$ cat config.mk
export PLATFORM = sky130hd
export DESIGN_NAME = zynq_shell_top
export DESIGN_NICKNAME = d
export VERILOG_FILES = /design/src/rtl/zynq_shell_pkg.sv /design/src/rtl/csr_fifo_if.sv /design/src/rtl/apb_csr_ctrl.sv /design/src/rtl/shell_fifo.sv /design/src/rtl/config_rom.sv /design/src/rtl/dram_addr_map.sv /design/src/rtl/zynq_shell_top.sv
export VERILOG_INCLUDE_DIRS = /design/src /design/src/include
export SDC_FILE = /design/constraint.sdc
export NUM_CORES = 1
export LEC_CHECK = 0
export ABC_AREA = 1
export BUFFER_PORTS_ARGS = -buffer_cell sky130_fd_sc_hd__buf_2
export CAP_MARGIN = 30
export CORE_MARGIN = 2
export CORE_UTILIZATION = 36
export CTS_CLUSTER_SIZE = 30
export DETAILED_ROUTE_END_ITERATION = 8
export GPL_TIMING_DRIVEN = 0
export PLACE_DENSITY = 0.64
export SETUP_SLACK_MARGIN = 0.02
export SLEW_MARGIN = 20
export SYNTH_ARGS = -nofsm -noshare
export SYNTH_HDL_FRONTEND = slang
export SYNTH_SLANG_ARGS = --single-unit
$ cat constraint.sdc
create_clock -name aclk -period 3.45 [get_ports aclk]
set_input_delay 0.5175 -clock aclk [delete_from_list [all_inputs] [get_ports aclk]]
set_output_delay 0.5175 -clock aclk [all_outputs]
set_load 0.02 [all_outputs]
$ cat src/include/machine_rom.svh
// machine description read by the host driver at boot
localparam logic [31:0] machine_rom_tbl [0:15] = '{
  32'h0004_0100,   // format version
  32'h0000_0020,   // noc address width
  32'h0000_0020,   // noc data width
  32'h0000_0010,   // pod tiles x
  32'h0000_0008,   // pod tiles y
  32'h0000_0001,   // pods x
  32'h0000_0001,   // pods y
  32'h0000_0008,   // cache ways
  32'h0000_0040,   // cache sets
  32'h0000_0010,   // cache line words
  32'h0000_0003,   // reset depth
  32'h0800_0000,   // dram window size
  32'h0000_0400,   // dmem words
  32'h0000_0400,   // icache entries
  32'h0000_0004,   // host queue depth
  32'hc0de_5e11    // signature
};

$ cat src/rtl/zynq_shell_pkg.sv
`default_nettype none

package zynq_shell_pkg;

  //////////////////////////////////////////////////////////////////////////
  // bus and register widths
  //////////////////////////////////////////////////////////////////////////

  typedef logic [31:0] data_t;

  // matches the GP0 address width of the host bridge
  typedef logic [9:0]  csr_addr_t;

  // word index taken from paddr[4:2]
  typedef enum logic [2:0]
  {
    reg_sys_reset   = 3'd0,
    reg_dram_base   = 3'd1,
    reg_rom_addr    = 3'd2,
    reg_rom_data    = 3'd3,
    reg_host_req    = 3'd4,
    reg_mc_req      = 3'd5,
    reg_fifo_status = 3'd6
  } csr_reg_e;

  //////////////////////////////////////////////////////////////////////////
  // dram address mapping
  //////////////////////////////////////////////////////////////////////////

  typedef logic [31:0] dram_addr_t;
  typedef logic [27:0] cache_addr_t;
  typedef logic [2:0]  cache_id_t;

  // 128 MiB window
  localparam int dram_span_bits = 27;

  //////////////////////////////////////////////////////////////////////////
  // configuration rom
  //////////////////////////////////////////////////////////////////////////

  localparam int rom_els = 16;

  typedef logic [$clog2(rom_els)-1:0] rom_addr_t;

endpackage

`default_nettype wire

$ cat src/rtl/csr_fifo_if.sv
`timescale 1ns/1ps
`default_nettype none

interface csr_fifo_if
  #(parameter int fifo_depth_p = 4
  );

  import zynq_shell_pkg::*;

  localparam int lvl_w_lp = $clog2(fifo_depth_p+1);

  // req is push or pop depending on the queue direction
  logic                req;
  data_t               wdata;
  data_t               rdata;
  logic                avail;
  logic [lvl_w_lp-1:0] level;

  modport ctrl
  (
    output req, wdata,
    input  rdata, avail, level
  );

  modport store
  (
    input  req, wdata,
    output rdata, avail, level
  );

endinterface

`default_nettype wire

$ cat src/rtl/apb_csr_ctrl.sv
`timescale 1ns/1ps
`default_nettype none

module apb_csr_ctrl
  #(parameter int fifo_depth_p  = 4
  , parameter int reset_depth_p = 3
  )
  ( input  logic                       aclk
  , input  logic                       arst_n_i
  , input  zynq_shell_pkg::csr_addr_t  paddr_i
  , input  logic                       psel_i
  , input  logic                       penable_i
  , input  logic                       pwrite_i
  , input  zynq_shell_pkg::data_t      pwdata_i
  , output zynq_shell_pkg::data_t      prdata_o
  , output logic                       pready_o
  , output logic                       pslverr_o
  , output logic                       pl_reset_o
  , output zynq_shell_pkg::dram_addr_t dram_base_o
  , output zynq_shell_pkg::rom_addr_t  rom_addr_o
  , input  zynq_shell_pkg::data_t      rom_data_i
  , csr_fifo_if.ctrl                   host_q
  , csr_fifo_if.ctrl                   mc_q
  );

  import zynq_shell_pkg::*;

  localparam int lvl_w_lp = $clog2(fifo_depth_p+1);

  csr_reg_e                 reg_idx;
  logic                     access;
  logic                     err;
  logic                     wr_ok;
  logic                     rd_ok;
  data_t                    sys_reset_r;
  dram_addr_t               dram_base_r;
  rom_addr_t                rom_addr_r;
  logic [reset_depth_p-1:0] rst_chain_r;
  data_t                    status;

  ////////////////////////////////////////////////////////////////////////////
  // apb decode
  ////////////////////////////////////////////////////////////////////////////

  // upper address bits alias onto the same eight words
  assign reg_idx  = csr_reg_e'(paddr_i[4:2]);
  assign access   = psel_i & penable_i;
  assign pready_o = access;

  always_comb
  begin
    err = 1'b0;
    if (access)
    begin
      if (pwrite_i)
      begin
        case (reg_idx)
          reg_rom_data, reg_mc_req, reg_fifo_status: err = 1'b1;
          reg_host_req:                              err = ~host_q.avail;
          default:                                   err = 1'b0;
        endcase
      end
      else
      begin
        case (reg_idx)
          reg_host_req: err = 1'b1;
          reg_mc_req:   err = ~mc_q.avail;
          default:      err = 1'b0;
        endcase
      end
    end
  end

  assign pslverr_o = err;
  assign wr_ok     = access & pwrite_i & ~err;
  assign rd_ok     = access & ~pwrite_i & ~err;

  // queue levels, host in the low byte
  assign status = {16'h0000,
                   {(8-lvl_w_lp){1'b0}}, mc_q.level,
                   {(8-lvl_w_lp){1'b0}}, host_q.level};

  always_comb
  begin
    case (reg_idx)
      reg_sys_reset:   prdata_o = sys_reset_r;
      reg_dram_base:   prdata_o = dram_base_r;
      reg_rom_addr:    prdata_o = data_t'(rom_addr_r);
      reg_rom_data:    prdata_o = rom_data_i;
      reg_mc_req:      prdata_o = mc_q.rdata;
      reg_fifo_status: prdata_o = status;
      default:         prdata_o = '0;
    endcase
  end

  ////////////////////////////////////////////////////////////////////////////
  // register file
  ////////////////////////////////////////////////////////////////////////////

  always_ff @(posedge aclk or negedge arst_n_i)
  begin
    if (!arst_n_i)
    begin
      sys_reset_r <= '0;
      dram_base_r <= '0;
      rom_addr_r  <= '0;
    end
    else if (wr_ok)
    begin
      case (reg_idx)
        reg_sys_reset: sys_reset_r <= pwdata_i;
        reg_dram_base: dram_base_r <= pwdata_i;
        reg_rom_addr:  rom_addr_r  <= pwdata_i[$bits(rom_addr_t)-1:0];
        default:       ;
      endcase
    end
  end

  assign dram_base_o = dram_base_r;
  assign rom_addr_o  = rom_addr_r;

  // bit 0 is active low, output falls reset_depth_p edges after the write
  always_ff @(posedge aclk or negedge arst_n_i)
  begin
    if (!arst_n_i)
      rst_chain_r <= '1;
    else
    begin
      rst_chain_r[0] <= ~sys_reset_r[0];
      for (int i = 1; i < reset_depth_p; i++)
        rst_chain_r[i] <= rst_chain_r[i-1];
    end
  end

  assign pl_reset_o = rst_chain_r[reset_depth_p-1];

  // queue side effects only on accesses without error
  assign host_q.req   = wr_ok & (reg_idx == reg_host_req);
  assign host_q.wdata = pwdata_i;
  assign mc_q.req     = rd_ok & (reg_idx == reg_mc_req);
  assign mc_q.wdata   = '0;

endmodule

`default_nettype wire

$ cat src/rtl/shell_fifo.sv
`timescale 1ns/1ps
`default_nettype none

module shell_fifo
  #(parameter int fifo_depth_p     = 4
  , parameter bit pl_is_producer_p = 1'b0
  )
  ( input  logic                  aclk
  , input  logic                  arst_n_i
  , csr_fifo_if.store             csr_q
  , input  zynq_shell_pkg::data_t pl_data_i
  , input  logic                  pl_v_i
  , output zynq_shell_pkg::data_t pl_data_o
  , output logic                  pl_v_o
  , output logic                  pl_ready_o
  , input  logic                  pl_ready_i
  );

  import zynq_shell_pkg::*;

  localparam int ptr_w_lp = (fifo_depth_p > 1) ? $clog2(fifo_depth_p) : 1;
  localparam int lvl_w_lp = $clog2(fifo_depth_p+1);

  data_t               mem [fifo_depth_p];
  logic [ptr_w_lp-1:0] wr_ptr_r;
  logic [ptr_w_lp-1:0] rd_ptr_r;
  logic [lvl_w_lp-1:0] level_r;
  logic                full;
  logic                empty;
  logic                push;
  logic                pop;
  data_t               wr_data;

  assign full  = (level_r == lvl_w_lp'(fifo_depth_p));
  assign empty = (level_r == '0);

  // role split between the csr side and the fabric side
  if (pl_is_producer_p)
  begin : g_pl_to_ps
    assign push        = pl_v_i & ~full;
    assign wr_data     = pl_data_i;
    assign pop         = csr_q.req;
    assign csr_q.avail = ~empty;
    assign pl_ready_o  = ~full;
    assign pl_v_o      = 1'b0;
  end
  else
  begin : g_ps_to_pl
    assign push        = csr_q.req;
    assign wr_data     = csr_q.wdata;
    assign pop         = ~empty & pl_ready_i;
    assign csr_q.avail = ~full;
    assign pl_ready_o  = 1'b0;
    assign pl_v_o      = ~empty;
  end

  always_ff @(posedge aclk)
  begin
    if (push)
      mem[wr_ptr_r] <= wr_data;
  end

  always_ff @(posedge aclk or negedge arst_n_i)
  begin
    if (!arst_n_i)
    begin
      wr_ptr_r <= '0;
      rd_ptr_r <= '0;
      level_r  <= '0;
    end
    else
    begin
      if (push)
        wr_ptr_r <= (wr_ptr_r == ptr_w_lp'(fifo_depth_p-1)) ? '0 : wr_ptr_r + 1'b1;
      if (pop)
        rd_ptr_r <= (rd_ptr_r == ptr_w_lp'(fifo_depth_p-1)) ? '0 : rd_ptr_r + 1'b1;
      case ({push, pop})
        2'b10:   level_r <= level_r + 1'b1;
        2'b01:   level_r <= level_r - 1'b1;
        default: level_r <= level_r;
      endcase
    end
  end

  assign csr_q.rdata = mem[rd_ptr_r];
  assign csr_q.level = level_r;
  assign pl_data_o   = mem[rd_ptr_r];

endmodule

`default_nettype wire

$ cat src/rtl/config_rom.sv
`timescale 1ns/1ps
`default_nettype none

module config_rom
  ( input  logic                      aclk
  , input  zynq_shell_pkg::rom_addr_t rom_addr_i
  , output zynq_shell_pkg::data_t     rom_data_o
  );

  import zynq_shell_pkg::*;

  `include "machine_rom.svh"

  data_t rom_data_r;

  // one cycle lookup, address is stable between accesses
  always_ff @(posedge aclk)
  begin
    rom_data_r <= machine_rom_tbl[rom_addr_i];
  end

  assign rom_data_o = rom_data_r;

endmodule

`default_nettype wire

$ cat src/rtl/dram_addr_map.sv
`timescale 1ns/1ps
`default_nettype none

module dram_addr_map
  #(parameter int lg_num_cache_p = 3
  )
  ( input  logic                        aclk
  , input  logic                        arst_n_i
  , input  logic                        pl_reset_i
  , input  logic                        dma_v_i
  , input  zynq_shell_pkg::cache_id_t   dma_cache_id_i
  , input  zynq_shell_pkg::cache_addr_t dma_addr_i
  , input  zynq_shell_pkg::dram_addr_t  dram_base_i
  , output zynq_shell_pkg::dram_addr_t  dram_addr_o
  , output logic                        dram_v_o
  );

  import zynq_shell_pkg::*;

  localparam int low_bits_lp = dram_span_bits - lg_num_cache_p;
  localparam int pad_bits_lp = $bits(dram_addr_t) - dram_span_bits;

  dram_addr_t hash_addr;
  dram_addr_t dram_addr_r;
  logic       dram_v_r;

  // cache id sits directly above the per-cache window
  assign hash_addr = {{pad_bits_lp{1'b0}},
                      dma_cache_id_i[lg_num_cache_p-1:0],
                      dma_addr_i[low_bits_lp-1:0]};

  always_ff @(posedge aclk)
  begin
    if (dma_v_i)
      dram_addr_r <= hash_addr + dram_base_i;
  end

  always_ff @(posedge aclk or negedge arst_n_i)
  begin
    if (!arst_n_i)
      dram_v_r <= 1'b0;
    else if (pl_reset_i)
      dram_v_r <= 1'b0;
    else
      dram_v_r <= dma_v_i;
  end

  assign dram_addr_o = dram_addr_r;
  assign dram_v_o    = dram_v_r;

endmodule

`default_nettype wire

$ cat src/rtl/zynq_shell_top.sv
`timescale 1ns/1ps
`default_nettype none

module zynq_shell_top
  #(parameter int fifo_depth_p   = 4
  , parameter int reset_depth_p  = 3
  , parameter int lg_num_cache_p = 3
  )
  ( input  logic                        aclk
  , input  logic                        arst_n_i
  // apb from the processor
  , input  zynq_shell_pkg::csr_addr_t   paddr_i
  , input  logic                        psel_i
  , input  logic                        penable_i
  , input  logic                        pwrite_i
  , input  zynq_shell_pkg::data_t       pwdata_i
  , output zynq_shell_pkg::data_t       prdata_o
  , output logic                        pready_o
  , output logic                        pslverr_o
  , output logic                        pl_reset_o
  // host requests toward the fabric
  , output zynq_shell_pkg::data_t       host_req_o
  , output logic                        host_req_v_o
  , input  logic                        host_req_ready_i
  // manycore requests toward the processor
  , input  zynq_shell_pkg::data_t       mc_req_i
  , input  logic                        mc_req_v_i
  , output logic                        mc_req_ready_o
  // cache dma address
  , input  logic                        dma_v_i
  , input  zynq_shell_pkg::cache_id_t   dma_cache_id_i
  , input  zynq_shell_pkg::cache_addr_t dma_addr_i
  , output zynq_shell_pkg::dram_addr_t  dram_addr_o
  , output logic                        dram_v_o
  );

  import zynq_shell_pkg::*;

  dram_addr_t dram_base;
  rom_addr_t  rom_addr;
  data_t      rom_data;

  csr_fifo_if #(.fifo_depth_p(fifo_depth_p)) host_q_if ();
  csr_fifo_if #(.fifo_depth_p(fifo_depth_p)) mc_q_if ();

  apb_csr_ctrl
   #(.fifo_depth_p(fifo_depth_p)
    ,.reset_depth_p(reset_depth_p)
    )
   i_csr
    (.aclk(aclk), .arst_n_i(arst_n_i)
    ,.paddr_i(paddr_i), .psel_i(psel_i), .penable_i(penable_i)
    ,.pwrite_i(pwrite_i), .pwdata_i(pwdata_i)
    ,.prdata_o(prdata_o), .pready_o(pready_o), .pslverr_o(pslverr_o)
    ,.pl_reset_o(pl_reset_o), .dram_base_o(dram_base)
    ,.rom_addr_o(rom_addr), .rom_data_i(rom_data)
    ,.host_q(host_q_if.ctrl), .mc_q(mc_q_if.ctrl)
    );

  shell_fifo
   #(.fifo_depth_p(fifo_depth_p), .pl_is_producer_p(1'b0))
   i_host_fifo
    (.aclk(aclk), .arst_n_i(arst_n_i), .csr_q(host_q_if.store)
    ,.pl_data_i('0), .pl_v_i(1'b0)
    ,.pl_data_o(host_req_o), .pl_v_o(host_req_v_o), .pl_ready_o()
    ,.pl_ready_i(host_req_ready_i)
    );

  shell_fifo
   #(.fifo_depth_p(fifo_depth_p), .pl_is_producer_p(1'b1))
   i_mc_fifo
    (.aclk(aclk), .arst_n_i(arst_n_i), .csr_q(mc_q_if.store)
    ,.pl_data_i(mc_req_i), .pl_v_i(mc_req_v_i)
    ,.pl_data_o(), .pl_v_o(), .pl_ready_o(mc_req_ready_o)
    ,.pl_ready_i(1'b0)
    );

  config_rom i_rom
    (.aclk(aclk), .rom_addr_i(rom_addr), .rom_data_o(rom_data));

  dram_addr_map
   #(.lg_num_cache_p(lg_num_cache_p))
   i_addr_map
    (.aclk(aclk), .arst_n_i(arst_n_i), .pl_reset_i(pl_reset_o)
    ,.dma_v_i(dma_v_i), .dma_cache_id_i(dma_cache_id_i), .dma_addr_i(dma_addr_i)
    ,.dram_base_i(dram_base), .dram_addr_o(dram_addr_o), .dram_v_o(dram_v_o)
    );

endmodule

`default_nettype wire

==> results of run 1 <==
## power by group
| part | internal (W) | switching (W) | leakage, nW | total [W] |
|---|---|---|---|---|
| combinational | 0.00126 | 0.00298 | 4.43 | 0.00424 |
| clock | 0.00264 | 0.00184 | 0.676 | 0.00448 |
| sequential | 0.00569 | 0.000300 | 3.85 | 0.00599 |
| total | 0.00959 | 0.00512 | 8.96 | 0.0147 |
## metal layers
layer / track usage, % / vias up
li1: - / 6359
met1: 28.8 / 6419
met2: 32.3 / 493
met3: 4.07 / 82
met4: 6.97 / 4
met5: 0 / -
## worst max-delay path by stage
stage                                      endpoint  slack [ns]  cells past startpoint
6_report                               prdata_o[25]        0.14                      7
3_3_place_gp        i_host_fifo.mem[0][8]$_DFFE_PP_       -1.05                      7
2_1_floorplan       i_host_fifo.mem[0][0]$_DFFE_PP_        0.39                      6
4_1_cts                                prdata_o[25]        0.04                      7
3_5_place_dp   i_mc_fifo.csr_q.level[2]$_DFFE_PN0P_        0.46                     11
5_1_grt                                 prdata_o[4]       0.002                      7
## synth_stat cells, types with 3 or more instances
master	instances	area share [%]
inv_1	199	4.3
nor2_1	183	4.0
o21ai_0	141	4.1
buf_2	10	0.29
nor3_1	11	0.32
o2111ai_1	3	0.15
nand2_1	412	8.9
a21oi_1	27	0.78
o21ai_1	64	1.8
edfxtp_1	288	50
nand4_1	18	0.65
xor2_1	14	0.71
fa_1	3	0.35
nand3_1	60	1.7
clkbuf_1	54	1.2
dfstp_2	3	0.45
ha_1	44	3.2
o22ai_1	61	2.2
dfxtp_1	12	1.4
xnor2_1	4	0.20
a22oi_1	17	0.74
dfrtp_1	83	12
## layout make-up
class / instances / area, sq um
multi-input cells: 1073 / 5360
clock buffers: 60 / 1230
well taps: 615 / 769
clock inverters: 17 / 148
inverters: 202 / 758
repair buffers: 212 / 1240
diodes: 4 / 10.0
plain buffers: 65 / 272
fillers: 4533 / 26800
flip-flops and latches: 386 / 11000
## cells in the final DEF, fill, tap and decap left out, types with 2 or more instances in the layout
cell	instances
nand2_1	412
nor2_1	175
nand4_1	18
clkinv_1	9
o21ai_0	141
fa_1	3
nor3_1	11
clkbuf_8	3
dfstp_2	3
edfxtp_1	288
clkbuf_1	52
nand4_4	2
a22oi_1	16
inv_2	2
buf_12	5
dfrtp_1	83
nand3_1	60
bufinv_16	2
buf_16	4
xor2_1	14
clkbuf_2	12
nor2_4	8
clkinv_8	2
buf_2	211
xnor2_1	4
o21ai_1	64
o21bai_1	2
a21oi_1	27
clkbuf_16	46
inv_1	199
clkinv_2	5
ha_1	44
buf_1	2
o22ai_1	61
dfxtp_1	12
diode_2	4
o2111ai_1	3
## registers in the layout (all words and copies together) (netlist names)
register                 cells
i_mc_fifo.rd_ptr_r           2
i_csr.sys_reset_r           32
i_csr.rst_chain_r            3
i_rom.rom_data_o            12
i_mc_fifo.csr_q.level        3
i_csr.rom_addr_o             4
i_csr.dram_base_o           32
i_addr_map.dram_v_o          1
i_mc_fifo.mem              128
i_host_fifo.mem            128
i_addr_map.dram_addr_o      32
i_host_fifo.wr_ptr_r         2
i_host_fifo.csr_q.level      3
i_host_fifo.rd_ptr_r         2
i_mc_fifo.wr_ptr_r           2
## what timing repair did
| item | CTS | global route |
|---|---|---|
| gates cloned | 0 | 0 |
| setup endpoints to repair | 7 | 28 |
| hold buffers | 1 | 0 |
| resized for setup | 4 | 20 |
| endpoints found under the hold margin | 30 | 0 |
## stage by stage
step / util, % / setup slack, ns / hold WS [ns]
final: 43.7 / 0.139 / 0.159
after global routing: 43.7 / 0.00184 / 0.142
after CTS: 43.7 / 0.0445 / 0.133
after detailed placement: 40.7 / 0.462 / 0.348
after global placement: 40.1 / -1.05 / 0.348
after floorplan: - / 0.395 / 0.222
## logic make-up after synthesis
logic type | synth area share [%]
AOI/OAI and AO/OA | 10.0
xor gates and xnor gates | 0.909
adders and majority gates | 3.52
buffers and inverters | 5.85
DFF | 63.7
and+or+nand+nor | 16.1
## worst max-delay path: cells and delay by family, from the launching register on
family / cells / cell delay (ns)
and+or+nand+nor: 2 / 0.36
DFF: 1 / 0.42
buffers and inverters: 3 / 0.94
AOI/OAI and AO/OA: 2 / 0.49
==> flow_metrics.py, run 1 <==
metrics = {
    "run_status": {
        "status": "finished, final reports clean",
    },
    "critical_path": {
        "crit_chain": "inv_1, clkbuf_1, o21ai_0, o22ai_1, nand2_1, nand3_1, buf_2",
        "crit_path_start": "i_mc_fifo.rd_ptr_r[1]$_DFFE_PN0P_",
        "max_stage_delay_ns": 0.45,
        "endpoint_kind": "primary output",
        "timing.rr.end": "i_addr_map.dram_addr_o[28]$_DFFE_PP_",
        "reg2regPathDepth": 11,
        "r2r_setup_slack_ns": 0.97,
        "crit_slowest_cell": "clkbuf_1",
        "cp.arrival_ns": 2.79,
        "rr_startpoint": "i_csr.dram_base_o[0]$_DFFE_PN0P_",
        "worstSetupPathType": "reg2out",
        "critPathRequiredTime_ns": 2.93,
        "crit_path_start_kind": "register",
        "cp_max_fo": 10,
    },
    "job": {
        "maxCapViolCount": 0,
    },
    "global_route": {
        "gr-total-overflow": 0,
        "grt_pass1_wl_um": 77600,
        "antenna_found_initial": 6,
        "grt_use_total_pct": 20.7,
        "grt_pass1_vias": 12800,
        "grt_max_degree": 54,
    },
    "layout": {
        "drive_above_1_share_pct": 15.4,
        "area_growth_pct": 20.0,
        "nets": 2142,
        "fin_area_sq_um": 20800,
        "finalNonFillerCells": 2634,
    },
    "synthesis": {
        "synth.distinct_cells": 34,
        "synth-edff-count": 288,
        "synth_cells": 1726,
        "avgSynthCellArea_sq_um": 10.1,
        "yosys_warnings": 0,
        "async_flop_share_pct": 22.3,
        "synthFlopType": "edfxtp_1",
        "syn_nets": 1886,
        "seq_area_frac_synth_pct": 63.7,
        "ys_ff_latch": 386,
        "syn_area_sq_um": 17300,
    },
    "route": {
        "ant_nets": 0,
        "met2RoutedLength_um": 23700,
        "first_pass_iters": 5,
        "drtIter0Drc": 1289,
        "vias_per_cell": 5.07,
        "drt-total-wl_um": 51800,
        "route.met3.wl_um": 4040,
        "dr_total_vias": 13400,
        "wl_met1_um": 22500,
        "top_layer": "met5",
        "drc_errors": 0,
        "wire_per_inst_um": 19.7,
    },
    "sta": {
        "relSlewSlack_pct": 50.4,
        "setup_viol": 0,
        "grt_setup_unrepaired": "true",
        "fin_skew_ns": 0.0289,
        "tns_ns": 0,
        "timing.fmax_ghz": 0.302,
        "fin_crit_ns": 3.31,
        "period_share_pct": 96.0,
        "finalHoldViolCount": 0,
        "tightest_slew_ns": 0.744,
        "finalMaxSlewViolations": 0,
    },
    "power_and_ir_drop": {
        "power_density_nw_per_um2": 706,
        "ir_worst_vdd_v": 0.000347,
        "p_leak_nw": 8.96,
        "p_total_w": 0.0147,
    },
    "placed_design": {
        "portBuffers": 202,
        "gp_congestion": 0.920,
        "placed_area_sq_um": 19400,
        "post-place-cells": 2552,
        "dpl.hpwl_um": 38900,
    },
    "floorplan": {
        "die_y_um": 224,
        "ioPinCount": 215,
        "core_area_sq_um": 47600,
        "die_w_um": 224,
        "start_util_pct": 36.4,
        "dieArea_sq_um": 50000,
        "placementRows": 80,
    },
    "worst_hold_path": {
        "min_path_cells": 1,
        "hold_class": "in2reg",
        "hold_end": "i_mc_fifo.mem[2][26]$_DFFE_PP_",
        "min_from": "mc_req_i[26]",
    },
    "clock_network": {
        "numCtsBuffers": 42,
        "postCtsSetupBuffers": 0,
        "clk_pin_slew_ns": 0.06,
        "root_buffer": "clkbuf_16",
        "clock_latency_ns": 0.58,
        "tritoncts": "done",
        "h-tree-depth": 2,
        "cts_sinks": 386,
        "clock_path_buffers": 3,
    },
}
(Power assumes the default switching activity.)
==> run 2, diff against run 1 <==
- clock period: 3.45 -> 3.5 ns (I/O delays scaled with it)
==> run 2 against run 1 <==
  * Clock skew decreased by 0.0016 ns
  * Worst setup slack better by 0.034 ns
  * Via count up 0.30%
  * Combinational power down 2%
  * Core utilization is essentially flat
  * Clock-buffer cell count stayed put
  * Hold slack improved by 0.0071 ns
  * Critical path depth unchanged
  * Largest cell class unchanged
  * Highest routed layer unchanged
==> flow_metrics.py, run 2 (same netlist as run 1, synthesis figures left out) <==
metrics = {
    "critical_path": {
        "crit_path_start_kind": "register",
        "critPathRequiredTime_ns": 2.97,
        "worstSetupPathType": "reg2out",
        "cp_max_fo": 10,
        "reg2regPathDepth": 11,
        "r2r_setup_slack_ns": 1.01,
        "timing.rr.end": "i_addr_map.dram_addr_o[28]$_DFFE_PP_",
        "endpoint": "prdata_o[25]",
        "rr_startpoint": "i_csr.dram_base_o[0]$_DFFE_PN0P_",
        "endpoint_kind": "primary output",
        "cp.arrival_ns": 2.80,
        "crit_path_start": "i_mc_fifo.rd_ptr_r[1]$_DFFE_PN0P_",
    },
    "floorplan": {
        "dieArea_sq_um": 50000,
        "die_y_um": 224,
        "start_util_pct": 36.4,
        "ioPinCount": 215,
        "die_w_um": 224,
        "placementRows": 80,
        "core_area_sq_um": 47600,
    },
    "clock_network": {
        "h-tree-depth": 2,
        "numCtsBuffers": 42,
        "clk_pin_slew_ns": 0.06,
        "root_buffer": "clkbuf_16",
        "cts_sinks": 386,
        "clock_path_buffers": 3,
        "tritoncts": "done",
        "clock_latency_ns": 0.58,
    },
    "layout": {
        "seqCellArea_sq_um": 11000,
        "multi_input_area_sq_um": 5360,
        "finalNonFillerCells": 2633,
        "final_common_cell": "nand2_1",
        "nets": 2142,
        "drive_above_1_share_pct": 15.2,
        "final_cell_mix": "nand2_1 (412), edfxtp_1 (288), buf_2 (211)",
        "n_fill_cell": 4533,
        "final_util_pct": 43.7,
        "area_growth_pct": 20.0,
        "reg_top3": "i_host_fifo.mem x128, i_mc_fifo.mem x128",
    },
    "global_route": {
        "grt_pass1_vias": 12900,
        "grt_max_degree": 54,
        "grt_use_total_pct": 20.7,
        "gr-total-overflow": 0,
        "antenna_found_initial": 6,
        "grt_pass1_wl_um": 77600,
    },
    "sta": {
        "grt_setup_unrepaired": "false",
        "setup_ws_ns": 0.173,
        "timing.fmax_ghz": 0.301,
        "relSlewSlack_pct": 50.4,
        "period_share_pct": 95.1,
        "finalHoldViolCount": 0,
        "setup_viol": 0,
        "fin_skew_ns": 0.0272,
        "tightest_slew_ns": 0.744,
        "finalMaxSlewViolations": 0,
        "fin_crit_ns": 3.33,
    },
    "route": {
        "dr_total_vias": 13400,
        "wl_met1_um": 22500,
        "top_layer": "met5",
        "drtIter0Drc": 1302,
        "drt-total-wl_um": 51900,
        "drc_errors": 0,
        "first_pass_iters": 5,
        "met2RoutedLength_um": 23700,
        "vias_per_cell": 5.09,
        "wire_per_inst_um": 19.7,
        "ant_nets": 0,
        "route.met3.wl_um": 3970,
    },
    "power_and_ir_drop": {
        "power_density_nw_per_um2": 696,
        "p_total_w": 0.0145,
        "p_leak_nw": 8.94,
        "ir_worst_vdd_v": 0.000343,
    },
    "placed_design": {
        "gp_congestion": 0.920,
        "dp_slack_ns": 0.505,
        "dpl.hpwl_um": 38900,
        "portBuffers": 202,
        "post-place-cells": 2552,
    },
    "job": {
        "maxCapViolCount": 0,
    },
    "worst_hold_path": {
        "hold_class": "in2reg",
    },
    "run_status": {
        "status": "finished, final reports clean",
    },
}
[run 2: cell types whose count changed in the layout (fill, tap and decap cells not counted), sizes merged]
cell and delta:
diode -1, buf -1, clkbuf +1
[run 2: final cells by class]
type	instances	area share (%)
Buffer	65	1.28
Inverter	202	3.64
Timing Repair Buffer	212	5.94
Sequential cell	386	53.0
Clock inverter	17	0.709
Multi-Input combinational cell	1073	25.7
Tap cell	615	3.70
Clock buffer	60	5.93
Antenna cell	3	0.0361
[run 2: critical path: stages (launching register included)]
cell      delay (ns)
dfrtp_1         0.42
inv_1           0.30
clkbuf_1        0.47
o21ai_0         0.17
o22ai_1         0.31
nand2_1         0.18
nand3_1         0.18
buf_2           0.20
[run 2: worst min-delay path by stage]
| stage | from | to | slack [ns] | cells past startpoint |
|---|---|---|---|---|
| after floorplan | arst_n_i | i_addr_map.dram_v_o$_DFF_PN0_ | 0.23 | 0 |
| after global placement | i_csr.rst_chain_r[0]$_DFF_PN1_ | i_csr.rst_chain_r[1]$_DFF_PN1_ | 0.35 | 0 |
| after detailed placement | i_csr.rst_chain_r[0]$_DFF_PN1_ | i_csr.rst_chain_r[1]$_DFF_PN1_ | 0.35 | 0 |
| after CTS | mc_req_i[20] | i_mc_fifo.mem[2][20]$_DFFE_PP_ | 0.14 | 1 |
| after global routing | mc_req_i[26] | i_mc_fifo.mem[3][26]$_DFFE_PP_ | 0.15 | 1 |
| final | mc_req_i[26] | i_mc_fifo.mem[2][26]$_DFFE_PP_ | 0.17 | 1 |
[run 2: repair_timing]
action / in CTS / in global routing
hold endpoints to repair: 30 / 0
pin swaps: 0 / 0
gates resized for setup: 1 / 16
cloned: 0 / 0
setup buffers: 0 / 0
hold buffers: 1 / 0
endpoints found under the setup margin: 2 / 17
[run 2: per-stage QoR]
stage	hold WS (ns)	TNS, ns	instance area, sq um
2_1_floorplan	0.229	0	17300
3_3_place_gp	0.348	-147.96	19100
3_5_place_dp	0.348	0	19400
4_1_cts	0.141	0	20800
5_1_grt	0.149	0	20800
6_report	0.166	0	20800
[run 2: metal layers]
metal / vias to the layer above / GRT usage, %
met5: - / 0
met4: 6 / 6.97
met3: 88 / 4.07
met2: 508 / 32.4
met1: 6436 / 28.8
li1: 6359 / -
[run 2: power by group]
group,switching [W],internal [W],leakage (nW)
logic,0.00293,0.00123,4.42
registers,0.000296,0.00561,3.85
clock network,0.00181,0.00260,0.676
total,0.00504,0.00945,8.94
==> run 3, diff against run 2 <==
- ABC_AREA: 1 -> unset
==> run 3 against run 2 <==
  * Final area decreased by 1.5%
  * Combinational power increased by 1%
  * Area after synthesis decreased by 1.5%
  * Hold slack improved by 0.00087 ns
  * Core utilization increased by 0.16 points
  * Flip-flop and latch count unchanged
  * First-iteration DRC count decreased by 35%
  * Sequential share of layout area increased by 0.82 points
  * Worst setup slack improved by 0.034 ns
  * Maximum frequency increased by 1.0%
  * Wire length decreased by 16%
  * Critical path type unchanged
==> flow_metrics.py, run 3 <==
metrics = {
    "run_status": {
        "status": "finished, final reports clean",
    },
    "floorplan": {
        "ioPinCount": 215,
        "die_y_um": 222,
        "dieArea_sq_um": 49200,
        "core_area_sq_um": 46800,
        "start_util_pct": 36.6,
        "die_w_um": 222,
        "placementRows": 79,
    },
    "synthesis": {
        "avgSynthCellArea_sq_um": 15.6,
        "synth_common_cells": "edfxtp_1 (288), dfrtp_1 (83), mux2_2 (69)",
        "synthFlopType": "edfxtp_1",
        "yosys.cell_count.top_type": "edfxtp_1",
        "synth_area_leaders": "edfxtp_1 (51%), dfrtp_1 (12%), mux4_2 (9.0%)",
        "syn_nets": 1255,
        "synth_top_area_share_pct": 50.6,
        "syn_area_sq_um": 17100,
        "synth-edff-count": 288,
        "synth_cells": 1095,
        "yosysTopAreaCell": "edfxtp_1",
        "synth.distinct_cells": 78,
        "ys_ff_latch": 386,
        "yosys_warnings": 0,
        "seq_area_frac_synth_pct": 64.6,
        "async_flop_share_pct": 22.3,
    },
    "placed_design": {
        "dpl.hpwl_um": 32400,
        "gp_congestion": 0.879,
        "portBuffers": 203,
    },
    "sta": {
        "finalHoldViolCount": 0,
        "timing.fmax_ghz": 0.304,
        "setup_viol": 0,
        "period_share_pct": 94.1,
        "tns_ns": 0,
        "tightest_slew_ns": 0.871,
        "grt_setup_unrepaired": "false",
        "fin_skew_ns": 0.0262,
        "fin_crit_ns": 3.29,
        "relSlewSlack_pct": 41.9,
        "finalMaxSlewViolations": 0,
    },
    "critical_path": {
        "cp_max_fo": 10,
        "cp.arrival_ns": 2.77,
        "endpoint_kind": "primary output",
        "critPathRequiredTime_ns": 2.97,
        "rr_startpoint": "i_csr.dram_base_o[0]$_DFFE_PN0P_",
        "worstSetupPathType": "reg2out",
        "reg2regPathDepth": 9,
        "timing.rr.end": "i_addr_map.dram_addr_o[30]$_DFFE_PP_",
        "r2r_setup_slack_ns": 0.52,
        "crit_path_start_kind": "register",
    },
    "power_and_ir_drop": {
        "power_density_nw_per_um2": 716,
        "ir_worst_vdd_v": 0.000479,
        "p_leak_nw": 7.87,
    },
    "global_route": {
        "grt_pass1_vias": 10400,
        "grt_use_total_pct": 17.8,
        "grt_pass1_wl_um": 65200,
        "antenna_found_initial": 9,
        "grt_max_degree": 58,
        "gr-total-overflow": 0,
    },
    "layout": {
        "final_cell_mix": "edfxtp_1 (288), buf_2 (221), dfrtp_1 (83)",
        "final_util_pct": 43.9,
        "drive_above_1_share_pct": 33.4,
        "reg_top3": "i_host_fifo.mem x128, i_mc_fifo.mem x128",
        "area_growth_pct": 19.9,
        "final_common_cell": "edfxtp_1",
        "nets": 1512,
    },
    "worst_hold_path": {
        "hold_end": "i_mc_fifo.mem[1][30]$_DFFE_PP_",
        "min_from": "mc_req_i[30]",
        "hold_class": "in2reg",
        "min_path_cells": 1,
    },
    "route": {
        "dr_total_vias": 10400,
        "drc_errors": 0,
        "vias_per_cell": 5.20,
        "drtIter0Drc": 843,
        "ant_nets": 0,
        "drt-total-wl_um": 43700,
        "first_pass_iters": 7,
        "wire_per_inst_um": 21.9,
    },
    "clock_network": {
        "h-tree-depth": 2,
        "tritoncts": "done",
        "postCtsSetupBuffers": 0,
        "root_buffer": "clkbuf_16",
        "cts_sinks": 386,
        "ctsResizeCount": 0,
        "clock_path_buffers": 3,
        "numCtsBuffers": 42,
        "clk_pin_slew_ns": 0.06,
        "cts_hold_buf": 1,
        "clock_latency_ns": 0.59,
    },
    "job": {
        "maxCapViolCount": 0,
    },
}
## run 3: cell types whose count changed after synthesis, sizes merged, moves of 29 or more
cell	previous run	this run
mux4	0	68
mux2	0	71
nand3	60	31
mux2i	0	30
o22ai	61	0
nor2	183	59
o21ai	205	43
nand2	412	45
inv	200	28
## run 3: final cells by class
type	instances	area [sq um]
clock buffers	62	1240
diodes	1	2.50
multi-input cells	622	5710
well taps	607	759
fillers	4187	26200
clock inverters	16	171
inverters	28	105
repair buffers	213	1230
plain buffers	59	249
flip-flops and latches	386	11000
## run 3: cells by family after synthesis
| group | after synthesis | synth area share (%) |
|---|---|---|
| adder cells (fa/ha/maj) | 47 | 3.57 |
| buffers and inverters | 87 | 2.07 |
| flip-flops | 386 | 64.6 |
| AO/OA/AOI/OAI | 172 | 6.95 |
| AND/OR/NAND/NOR | 209 | 6.13 |
| multiplexers | 169 | 15.4 |
| XOR/XNOR | 25 | 1.28 |
## run 3: stage by stage
| step | instance area [sq um] | power (W) | setup slack [ns] | std cells | hold WS [ns] |
|---|---|---|---|---|---|
| after floorplan | 17100 | 0.00890 | 0.831 | 1095 | 0.229 |
| after global placement | 18900 | 0.0102 | 0.146 | 1905 | 0.349 |
| after detailed placement | 19100 | 0.0104 | 0.390 | 1914 | 0.347 |
| after CTS | 20500 | 0.0149 | 0.168 | 1993 | 0.143 |
| after global routing | 20500 | 0.0154 | 0.110 | 1993 | 0.156 |
| final | 20500 | 0.0147 | 0.207 | 1994 | 0.167 |
## run 3: how the worst max path moves through the flow
stage                                        startpoint                                    to  slack [ns]  cells past startpoint
global route        i_host_fifo.rd_ptr_r[0]$_DFFE_PN0P_                        host_req_o[13]        0.11                      4
global placement                                 psel_i       i_host_fifo.mem[1][3]$_DFFE_PP_        0.15                      6
finish                i_mc_fifo.rd_ptr_r[1]$_DFFE_PN0P_                          prdata_o[10]        0.21                      6
CTS                   i_mc_fifo.rd_ptr_r[1]$_DFFE_PN0P_                           prdata_o[8]        0.17                      6
detailed placement                           paddr_i[2]                          prdata_o[13]        0.39                      8
floorplan                                 dma_addr_i[0]  i_addr_map.dram_addr_o[30]$_DFFE_PP_        0.83                      9
## run 3: report_power, final
part           internal (W)  switching [W]  total [W]
Combinational       0.00177        0.00245    0.00423
Sequential          0.00568       0.000307    0.00598
Clock               0.00263        0.00184    0.00446
Total                0.0101        0.00460     0.0147
## run 3: routing by layer
layer | up-vias | track usage, % | part of all wire (%)
met2 | 301 | 28.4 | 47
met4 | 14 | 4.53 | 1.8
met1 | 5204 | 24.7 | 44
met3 | 66 | 4.15 | 6.9
li1 | 4790 | - | -
met5 | - | 0 | 0.22
## run 3: critical path: stages (launching register included)
cell and delay, ns:
dfrtp_1 0.34, clkbuf_1 0.28, clkbuf_1 0.55, mux4_2 0.37, a22oi_1 0.08, a21oi_1 0.33
buf_2 0.24
